## src/source/wro_req_pkg.sv

```systemverilog
// ====================
// Request field widths, tag and payload types, and the request address union
// ====================

package wro_req_pkg;

    // Only the low LINE_ADDR_BITS of a line address carry meaning
    localparam int LINE_ADDR_BITS = 42;
    localparam int REQ_TAG_BITS = 10;
    localparam int WR_DATA_BITS = 64;

    typedef logic [LINE_ADDR_BITS-1:0] t_line_addr;

    // Tag returned with the response of a read or a write
    typedef logic [REQ_TAG_BITS-1:0] t_req_tag;

    // One write payload word
    typedef logic [WR_DATA_BITS-1:0] t_wr_data;

    // Upper and lower 32-bit halves of an address, folded together for hashing
    typedef struct packed
    {
        logic [31:0] hi;
        logic [31:0] lo;
    } t_addr_halves;

    // ====================
    // Request address word
    // ====================

    // The same 64 bits read either as a zero-extended line address or as
    // two halves for hash folding
    typedef union packed
    {
        logic [63:0] line_addr;
        t_addr_halves halves;
    } t_req_addr;

endpackage

```

## src/source/wro_hash_pkg.sv

```systemverilog
// ====================
// Hash width default and the 32-bit mixing function
// ====================

package wro_hash_pkg;

    // Default number of hash bits kept per request
    localparam int DEFAULT_HASH_BITS = 9;

    // Odd multiplier of the mixing step
    localparam logic [31:0] HASH32_MULT = 32'h045D9F3B;

    // ====================
    // Integer mixing function
    // ====================

    // Fold the high half into the low half, multiply to spread the bits
    // upward, then fold once more so the low bits depend on every input bit
    function automatic logic [31:0] hash32(input logic [31:0] key);
        logic [31:0] h;
        logic [63:0] prod;

        h = key ^ (key >> 16);
        prod = 64'(h) * 64'(HASH32_MULT);
        // Product is kept modulo 2^32
        h = prod[31:0];
        h = h ^ (h >> 16);
        return h;
    endfunction

endpackage

```

## src/source/wro_read_lane.sv

```systemverilog
// ====================
// Read lane: first request register stage and read address hash
// ====================

`timescale 1ns/1ns

module wro_read_lane
    import wro_req_pkg::*;
    import wro_hash_pkg::*;
#(
    parameter int ADDR_HASH_BITS = DEFAULT_HASH_BITS
)
(
    input  logic                      clk,
    input  logic                      reset,
    input  logic                      load,
    input  logic                      squash_rd,
    input  logic                      rd_valid,
    input  t_req_addr                 rd_addr,
    input  t_req_tag                  rd_tag,
    output logic                      lane_valid,
    output t_req_addr                 lane_addr,
    output t_req_tag                  lane_tag,
    output logic [ADDR_HASH_BITS-1:0] lane_hash
);

    // Full 32-bit hash of the incoming address, before truncation
    logic [31:0] hash_full;

    // Fold the two halves of the address and mix them
    assign hash_full = hash32(rd_addr.halves.hi ^ rd_addr.halves.lo);

    // Valid bit is control state and follows reset
    always_ff @(posedge clk)
    begin
        if (reset)
            lane_valid <= 1'b0;
        else if (squash_rd)
            // The read left alone during a conflict, so the lane is free
            lane_valid <= 1'b0;
        else if (load)
            lane_valid <= rd_valid;
    end

    // Payload and hash are captured together with the valid bit
    always_ff @(posedge clk)
    begin
        if (load)
        begin
            lane_addr <= rd_addr;
            lane_tag  <= rd_tag;
            lane_hash <= hash_full[ADDR_HASH_BITS-1:0];
        end
    end

endmodule

```

## src/source/wro_write_lane.sv

```systemverilog
// ====================
// Write lane: first request register stage and write address hash
// ====================

`timescale 1ns/1ns

module wro_write_lane
    import wro_req_pkg::*;
    import wro_hash_pkg::*;
#(
    parameter int ADDR_HASH_BITS = DEFAULT_HASH_BITS
)
(
    input  logic                      clk,
    input  logic                      reset,
    input  logic                      load,
    input  logic                      wr_valid,
    input  t_req_addr                 wr_addr,
    input  t_req_tag                  wr_tag,
    input  t_wr_data                  wr_data,
    output logic                      lane_valid,
    output t_req_addr                 lane_addr,
    output t_req_tag                  lane_tag,
    output t_wr_data                  lane_data,
    output logic [ADDR_HASH_BITS-1:0] lane_hash
);

    // Full 32-bit hash of the incoming write address
    logic [31:0] hash_full;

    // Same folding rule as the read lane so equal addresses give equal hashes
    assign hash_full = hash32(wr_addr.halves.hi ^ wr_addr.halves.lo);

    // ====================
    // Lane register
    // ====================

    // A write held back by a conflict simply stays here until load returns,
    // so only reset and load touch the valid bit
    always_ff @(posedge clk)
    begin
        if (reset)
            lane_valid <= 1'b0;
        else if (load)
            lane_valid <= wr_valid;
    end

    // Address, tag, payload and hash move as one request
    always_ff @(posedge clk)
    begin
        if (load)
        begin
            lane_addr <= wr_addr;
            lane_tag  <= wr_tag;
            lane_data <= wr_data;
            lane_hash <= hash_full[ADDR_HASH_BITS-1:0];
        end
    end

endmodule

```

## src/source/wro_order_stage.sv

```systemverilog
// ====================
// Order stage: read/write conflict check, pipeline move control and output
// registers with the index-0 hashes
// ====================

`timescale 1ns/1ns

module wro_order_stage
    import wro_req_pkg::*;
    import wro_hash_pkg::*;
#(
    parameter int ADDR_HASH_BITS = DEFAULT_HASH_BITS
)
(
    input  logic                      clk,
    input  logic                      reset,
    input  logic                      deq,
    input  logic                      rd_lane_valid,
    input  t_req_addr                 rd_lane_addr,
    input  t_req_tag                  rd_lane_tag,
    input  logic [ADDR_HASH_BITS-1:0] rd_lane_hash,
    input  logic                      wr_lane_valid,
    input  t_req_addr                 wr_lane_addr,
    input  t_req_tag                  wr_lane_tag,
    input  t_wr_data                  wr_lane_data,
    input  logic [ADDR_HASH_BITS-1:0] wr_lane_hash,
    output logic                      load,
    output logic                      squash_rd,
    output logic                      in_ready,
    output logic                      out_rd_valid,
    output t_req_addr                 out_rd_addr,
    output t_req_tag                  out_rd_tag,
    output logic                      out_wr_valid,
    output t_req_addr                 out_wr_addr,
    output t_req_tag                  out_wr_tag,
    output t_wr_data                  out_wr_data,
    output logic [ADDR_HASH_BITS-1:0] rd_hash [0:1],
    output logic [ADDR_HASH_BITS-1:0] wr_hash [0:1],
    output logic                      rd_hash_valid [0:1],
    output logic                      wr_hash_valid [0:1]
);

    // Read and write in the lanes hash to the same value
    logic conflict;
    // Output registers take the lane contents this cycle
    logic move_out;
    // Registered hashes that travel with the outputs
    logic [ADDR_HASH_BITS-1:0] rd_hash_q;
    logic [ADDR_HASH_BITS-1:0] wr_hash_q;
    logic rd_hash_valid_q;
    logic wr_hash_valid_q;

    // ====================
    // Move control
    // ====================

    assign conflict = rd_lane_valid && wr_lane_valid && (rd_lane_hash == wr_lane_hash);

    // The output stage advances when consumed or when it holds nothing
    assign move_out = deq || !(out_rd_valid || out_wr_valid);

    // Lanes refill when their contents move on or they are empty. A conflict
    // keeps the write in place for one more output cycle
    assign load = (move_out || !(rd_lane_valid || wr_lane_valid)) && !conflict;
    assign in_ready = load;

    // The read goes out alone during a conflict, so its lane copy is dropped
    assign squash_rd = move_out && conflict;

    // ====================
    // Output stage
    // ====================

    always_ff @(posedge clk)
    begin
        if (reset)
        begin
            out_rd_valid    <= 1'b0;
            out_wr_valid    <= 1'b0;
            rd_hash_valid_q <= 1'b0;
            wr_hash_valid_q <= 1'b0;
        end
        else if (move_out)
        begin
            out_rd_valid    <= rd_lane_valid;
            // Write is withheld and taken from the lane a cycle later
            out_wr_valid    <= wr_lane_valid && !conflict;
            rd_hash_valid_q <= rd_lane_valid;
            wr_hash_valid_q <= wr_lane_valid && !conflict;
        end
    end

    // Payload moves with the valid bits and holds while deq is low
    always_ff @(posedge clk)
    begin
        if (move_out)
        begin
            out_rd_addr <= rd_lane_addr;
            out_rd_tag  <= rd_lane_tag;
            out_wr_addr <= wr_lane_addr;
            out_wr_tag  <= wr_lane_tag;
            out_wr_data <= wr_lane_data;
            rd_hash_q   <= rd_lane_hash;
            wr_hash_q   <= wr_lane_hash;
        end
    end

    // Index 1 is the lane stage, index 0 the output stage
    always_comb
    begin
        rd_hash[1]       = rd_lane_hash;
        wr_hash[1]       = wr_lane_hash;
        rd_hash_valid[1] = rd_lane_valid;
        wr_hash_valid[1] = wr_lane_valid;
        rd_hash[0]       = rd_hash_q;
        wr_hash[0]       = wr_hash_q;
        rd_hash_valid[0] = rd_hash_valid_q;
        wr_hash_valid[0] = wr_hash_valid_q;
    end

endmodule

```

## src/source/wro_cam_group.sv

```systemverilog
// ====================
// Write-read ordering front end for one request group
// ====================

`timescale 1ns/1ns

module wro_cam_group
    import wro_req_pkg::*;
    import wro_hash_pkg::*;
#(
    parameter int ADDR_HASH_BITS = DEFAULT_HASH_BITS
)
(
    input  logic                      clk,
    input  logic                      reset,
    input  logic                      rd_valid,
    input  t_req_addr                 rd_addr,
    input  t_req_tag                  rd_tag,
    input  logic                      wr_valid,
    input  t_req_addr                 wr_addr,
    input  t_req_tag                  wr_tag,
    input  t_wr_data                  wr_data,
    output logic                      in_ready,
    output logic                      out_rd_valid,
    output t_req_addr                 out_rd_addr,
    output t_req_tag                  out_rd_tag,
    output logic                      out_wr_valid,
    output t_req_addr                 out_wr_addr,
    output t_req_tag                  out_wr_tag,
    output t_wr_data                  out_wr_data,
    input  logic                      deq,
    output logic [ADDR_HASH_BITS-1:0] rd_hash [0:1],
    output logic [ADDR_HASH_BITS-1:0] wr_hash [0:1],
    output logic                      rd_hash_valid [0:1],
    output logic                      wr_hash_valid [0:1]
);

    // Lane capture and read squash from the order stage
    logic load;
    logic squash_rd;
    // Registered read lane contents
    logic rd_lane_valid;
    t_req_addr rd_lane_addr;
    t_req_tag rd_lane_tag;
    logic [ADDR_HASH_BITS-1:0] rd_lane_hash;
    // Registered write lane contents
    logic wr_lane_valid;
    t_req_addr wr_lane_addr;
    t_req_tag wr_lane_tag;
    t_wr_data wr_lane_data;
    logic [ADDR_HASH_BITS-1:0] wr_lane_hash;

    wro_read_lane #(.ADDR_HASH_BITS(ADDR_HASH_BITS)) read_lane_i
    (
        .clk, .reset, .load, .squash_rd,
        .rd_valid, .rd_addr, .rd_tag,
        .lane_valid(rd_lane_valid), .lane_addr(rd_lane_addr),
        .lane_tag(rd_lane_tag), .lane_hash(rd_lane_hash)
    );

    wro_write_lane #(.ADDR_HASH_BITS(ADDR_HASH_BITS)) write_lane_i
    (
        .clk, .reset, .load,
        .wr_valid, .wr_addr, .wr_tag, .wr_data,
        .lane_valid(wr_lane_valid), .lane_addr(wr_lane_addr),
        .lane_tag(wr_lane_tag), .lane_data(wr_lane_data), .lane_hash(wr_lane_hash)
    );

    // Second stage orders a conflicting pair and presents the outputs
    wro_order_stage #(.ADDR_HASH_BITS(ADDR_HASH_BITS)) order_stage_i
    (
        .clk, .reset, .deq,
        .rd_lane_valid, .rd_lane_addr, .rd_lane_tag, .rd_lane_hash,
        .wr_lane_valid, .wr_lane_addr, .wr_lane_tag, .wr_lane_data, .wr_lane_hash,
        .load, .squash_rd, .in_ready,
        .out_rd_valid, .out_rd_addr, .out_rd_tag,
        .out_wr_valid, .out_wr_addr, .out_wr_tag, .out_wr_data,
        .rd_hash, .wr_hash, .rd_hash_valid, .wr_hash_valid
    );

endmodule

```

## config.mk

```make
export PLATFORM = sky130hd
export DESIGN_NAME = wro_cam_group
export DESIGN_NICKNAME = d
export VERILOG_FILES = /design/src/source/wro_req_pkg.sv /design/src/source/wro_hash_pkg.sv /design/src/source/wro_read_lane.sv /design/src/source/wro_write_lane.sv /design/src/source/wro_order_stage.sv /design/src/source/wro_cam_group.sv
export SDC_FILE = /design/constraint.sdc
export NUM_CORES = 1
export LEC_CHECK = 0
export BUFFER_PORTS_ARGS = -buffer_cell sky130_fd_sc_hd__buf_4
export CAP_MARGIN = 10
export CORE_MARGIN = 2
export CORE_UTILIZATION = 45
export DETAILED_ROUTE_END_ITERATION = 6
export HOLD_SLACK_MARGIN = 0.02
export PLACE_DENSITY = 0.66
export SLEW_MARGIN = 10
export SYNTH_ARGS = -nofsm -noshare
export SYNTH_HDL_FRONTEND = slang
export SYNTH_HIERARCHICAL = 1
export SYNTH_SLANG_ARGS = --single-unit
export TNS_END_PERCENT = 10
```

## constraint.sdc

```tcl
create_clock -name clk -period 17.01 [get_ports clk]
set_input_delay 1.701 -clock clk [delete_from_list [all_inputs] [get_ports clk]]
set_output_delay 1.701 -clock clk [all_outputs]
set_load 0.05 [all_outputs]
```

== Word level (Yosys, flattened, before mapping) ==
Cells that the tools add are included.
Word-level totals
  bits in registers: 464
  bits in latches: 0
  bits in writable memories: 0
  ROM bits: 0
  logic and storage cells: 40
  memories: 0
Cells by class
  add/sub/neg operators: 0
  multiply operators: 2
  div/mod/pow operators: 0
  $lt $le $gt $ge: 0
  equality and inequality tests: 1
  shifts and indexed selects: 0
  multiplexer cells: 0
  bitwise operators: 6
  reduce and logical (&&, ||, !) cells: 13
Operators with widths (number)
  $mul A32 B27 Y25 const B: 2
  $xor A32 B16 Y32: 2
  $xor A32 B32 Y32: 2
  $xor A9 B9 Y9: 2
  $eq A9 B9 Y1: 1
  $logic_and A1 B1 Y1: 5
  $logic_or A1 B1 Y1: 4
  $logic_not A1 Y1: 3
  $reduce_or A2 Y1: 1

== Logic depth before layout (Yosys ltp) ==
  word-level depth: 5
  depth in mapped cells: 25
  depth with buffers taken out: 25

== Cells and area by module ==
The synthesis kept the hierarchy.
Modules (own cells, without submodules)
  wro_write_lane: instances 1, cells each 862, area each 11293.3 um^2, seq. area each 4434.3 um^2
  wro_read_lane: instances 1, cells each 804, area each 9484.1 um^2, seq. area each 2512.4 um^2
  wro_order_stage: instances 1, cells each 280, area each 7313.3 um^2, seq. area each 6946.7 um^2

== Worst setup path before layout ==
Ideal clock, no wire load.
  path type: register to register
  start point: register, netlist name order_stage_i/wr_hash_valid_q
  end point: register read_lane_i.lane_valid
  library setup time: 130 ps
  data arrival time: 14502 ps
  path slack: 2378 ps
  cell stages (with the launch flop): 6
  path buffers: 1
  period minus slack after synthesis: 14632 ps
  cells stage by stage: dfxtp_1 o21bai_1 o21a_1 buf_4 mux2i_1 nor3_1
RTL lines
  to (signal assigned): line wro_read_lane.sv:42  | lane_valid <= rd_valid;
  to (decl): line wro_read_lane.sv:21  | output logic lane_valid,

== Final worst setup path ==
  start point: input wr_addr[17] in the netlist's numbering
  end point: register write_lane_i.lane_hash[8] (data pin)
On the way
  word-level cells in the longest chain between the ends: 4
RTL lines
  from (decl): line wro_cam_group.sv:20  | input t_req_addr wr_addr,
  $xor A32 B32 Y32: line wro_write_lane.sv:32  | assign hash_full = hash32(wr_addr.halves.hi ^ wr_addr.halves.lo);
  $xor A32 B16 Y32: line wro_hash_pkg.sv:23  | h = key ^ (key >> 16);
  $mul A32 B27 Y25: line wro_hash_pkg.sv:24  | prod = 64'(h) * 64'(HASH32_MULT);
  $xor A9 B9 Y9: line wro_hash_pkg.sv:27  | h = h ^ (h >> 16);
  named net write_lane_i.hash_full[8]: line wro_write_lane.sv:29  | logic [31:0] hash_full;
  to (signal assigned): line wro_write_lane.sv:56  | lane_hash <= hash_full[ADDR_HASH_BITS-1:0];
  to (decl): line wro_write_lane.sv:25  | output logic [ADDR_HASH_BITS-1:0] lane_hash
The timed path passes the listed nets, and every way through them passes these cells.
A chain may end at the register's enable or synchronous reset.

==> flow_metrics.py <==
metrics = {
    "sta": {
        "timing.final.crit_period_ns": 8.45,
        "finalMaxSlewViolations": 0,
        "finalClockSkew_ns": 0.0363,
        "finalCritPeriodShare_pct": 49.7,
        "setup_viol": 0,
        "tightest_slew_ns": 1.09,
        "hold_violations": 0,
        "rsz0062_at_grt": "false",
        "setup-tns-final_ns": 0,
        "slew_headroom_pct": 27.2,
        "fmax_mhz": 118,
    },
    "yosys": {
        "yosys_warnings": 6,
        "synth_top_cell_by_area": "edfxtp_1",
        "synth_edf_count": 460,
        "synth_area_leaders": "edfxtp_1 49%, fa_1 21%, ha_1 11%",
        "ys_types": 46,
        "async_reset_ff_share_pct": 0,
        "netlist_area_mm2": 0.0281,
        "ys_seq_elements": 464,
        "ys_seq_area_share_pct": 49.5,
        "syn_area_per_cell_um2": 14.4,
        "synth_cells": 1946,
        "synthFlopType": "edfxtp_1",
        "synth_top_cell_area_share_pct": 49.2,
        "syn-num-nets": 2703,
    },
    "worst_setup_path": {
        "startpoint": "wr_addr[17]",
        "r2r_end": "read_lane_i/lane_addr[29]$_DFFE_PP_",
        "crit_required_ns": 17.36,
        "setup.worst_path.end": "write_lane_i/lane_hash[8]$_DFFE_PP_",
        "cp_max_fo": 7,
        "arrival_ns": 8.80,
        "rr_worst_depth": 5,
        "r2r_setup_slack_ns": 13.34,
        "endpoint_kind": "flip-flop",
        "critPathLaunchType": "input port",
        "path_class": "input port to flip-flop",
        "regToRegStartpoint": "order_stage_i/wr_hash_valid_q$_SDFFE_PP0P_",
    },
    "grt": {
        "grt_max_degree": 83,
        "antenna_found_initial": 4,
        "grt_usage_pct": 21.4,
        "grt_first_pass_wirelength_mm": 101,
        "grt_overflow": 0,
        "grt_pass1_vias": 17000,
    },
    "final_layout": {
        "nets": 3223,
        "final_cell_mix": "533 x inv_1, 491 x buf_4, 460 x edfxtp_1",
        "seq_area_mm2": 0.0139,
        "stdcell_count": 3341,
        "syn_to_final_growth_pct": 22.5,
        "multi_input_area_mm2": 0.0120,
        "drive_gt1_share_pct": 23.9,
        "final_common_cell": "inv_1",
        "n_antenna_cell": 0,
        "fill_cells": 5079,
    },
    "floorplanning": {
        "dieHeight_um": 254,
        "rows": 91,
        "num_io_pins": 472,
        "die_w_um": 254,
        "fp.dieArea_mm2": 0.0644,
        "fp.coreArea_mm2": 0.0617,
        "start_util_pct": 45.5,
    },
    "cts": {
        "cts_hold_buf": 0,
        "clock_tree.buffer_depth": 3,
        "cts.sinks": 464,
        "numCtsBuffers": 50,
        "clockRootBuffer": "clkbuf_16",
        "post_cts_buffers": 0,
        "cts_tree": "built",
        "clk_latency_ns": 0.62,
        "ctsResizeCount": 0,
        "cts.clk_slew.worst_paths_ns": 0.06,
        "htree_levels": 2,
    },
    "placement": {
        "portBuffers": 471,
        "dp_cells": 3251,
        "gp_congestion": 0.890,
        "dp_hpwl_mm": 56.2,
    },
    "drt": {
        "detail_route.iter0.violations": 820,
        "avgRoutedWirePerCell_um": 20.6,
        "drc": 0,
        "firstDrtPassIters": 5,
        "vias": 15600,
        "totalWireLength_mm": 68.7,
        "postRouteAntennaNets": 0,
        "routed_via_density": 4.67,
    },
    "hold_path": {
        "hold_path.class": "flip-flop to flip-flop",
        "min-delay-start": "write_lane_i/lane_data[6]$_DFFE_PP_",
    },
    "status": {
        "status": "complete, no violations",
    },
    "run": {
        "cap_viol_max_count": 0,
    },
}
==> layout make-up <==
class	count	area share, %
clock buffer	55	3.69
clock inverter	35	1.37
inverter	537	5.86
multi-input combinational	922	35.0
sequential	464	40.4
tap	837	3.04
timing repair buffer	491	10.7
==> layer usage <==
layer / global-route usage, % / up-vias / wire length [um]
li1: - / 7223 / -
met1: 27.9 / 7842 / 28100
met2: 35.8 / 411 / 34200
met3: 4.82 / 111 / 4570
met4: 6.22 / 8 / 1800
met5: 0 / - / 50
==> worst min path at each step <==
stage,end,slack [ns],cells after the start
floorplan,order_stage_i/out_rd_addr[0]$_DFFE_PP_,0.40,0
global placement,order_stage_i/out_rd_addr[29]$_DFFE_PP_,0.40,0
detailed placement,order_stage_i/out_rd_addr[18]$_DFFE_PP_,0.40,0
CTS,order_stage_i/out_wr_data[6]$_DFFE_PP_,0.40,0
global route,order_stage_i/out_wr_addr[38]$_DFFE_PP_,0.41,0
finish,order_stage_i/out_wr_data[6]$_DFFE_PP_,0.40,0
==> synthesized netlist by cell type (all sizes together), types with 2 or more instances <==
library cell,count
a21boi,3
ha,250
a211oi,2
and2,3
or2,2
edfxtp,460
nor3,3
fa,290
o21bai,3
nor2,17
a2111oi,2
o21ai,18
o21a,8
nand2,12
a21o,23
nand4,2
nand3,7
a21oi,24
and3,2
inv,537
nor2b,6
a31oi,3
xor2,54
mux2i,2
buf,23
nand2b,5
dfxtp,4
xnor2,170
nor4,2
==> worst max-delay path, cell delays in order <==
cell and delay [ns]:
buf_4 0.12, xor2_1 0.72, xnor2_1 0.45, xor2_1 0.43, ha_1 0.32, nand2b_1 0.16, fa_1 0.55, inv_1 0.06
fa_1 0.47, inv_1 0.04, ha_1 0.27, ha_1 0.28, fa_1 0.49, inv_1 0.05, fa_1 0.48, inv_1 0.05
ha_1 0.30, a21o_1 0.19, a211o_1 0.29, a211oi_1 0.22, o21ai_0 0.18, a221oi_1 0.40, o21ai_0 0.25, a31oi_1 0.24
xnor2_1 0.11
==> sequential cells by signal, summed over array words and instances, names as in the netlist <==
register,flops
order_stage_i/out_rd_addr,64
order_stage_i/out_wr_addr,64
order_stage_i/out_wr_data,64
read_lane_i/lane_addr,64
write_lane_i/lane_addr,64
write_lane_i/lane_data,64
order_stage_i/out_rd_tag,10
order_stage_i/out_wr_tag,10
read_lane_i/lane_tag,10
write_lane_i/lane_tag,10
order_stage_i/rd_hash_q,9
order_stage_i/wr_hash_q,9
read_lane_i/lane_hash,9
write_lane_i/lane_hash,9
order_stage_i/rd_hash_valid_q,1
order_stage_i/wr_hash_valid_q,1
read_lane_i/lane_valid,1
write_lane_i/lane_valid,1
==> cells by family after synthesis <==
family / count (synthesis) / share of synthesized area (%)
DFF: 464 / 49.5
AOI/OAI and AO/OA: 93 / 2.12
xor gates and xnor gates: 225 / 7.59
muxes: 2 / 0.0713
adders and majority gates: 540 / 31.8
and+or+nand+nor: 62 / 1.17
buffers and inverters: 560 / 7.79
==> through the flow <==
| step | util, % | area, um2 | setup WS [ns] | hold slack (ns) |
|---|---|---|---|---|
| after floorplan | - | 28100 | 2.38 | 0.400 |
| after global placement | 52.9 | 32700 | 8.21 | 0.400 |
| after detailed placement | 52.9 | 32700 | 7.93 | 0.405 |
| after CTS | 55.8 | 34400 | 8.55 | 0.402 |
| after global routing | 55.8 | 34400 | 8.19 | 0.411 |
| final | 55.8 | 34400 | 8.56 | 0.404 |
Power is left out: the tool's default activity adds up to more than one toggle a clock period on the data nets, which glitch-free logic cannot reach.
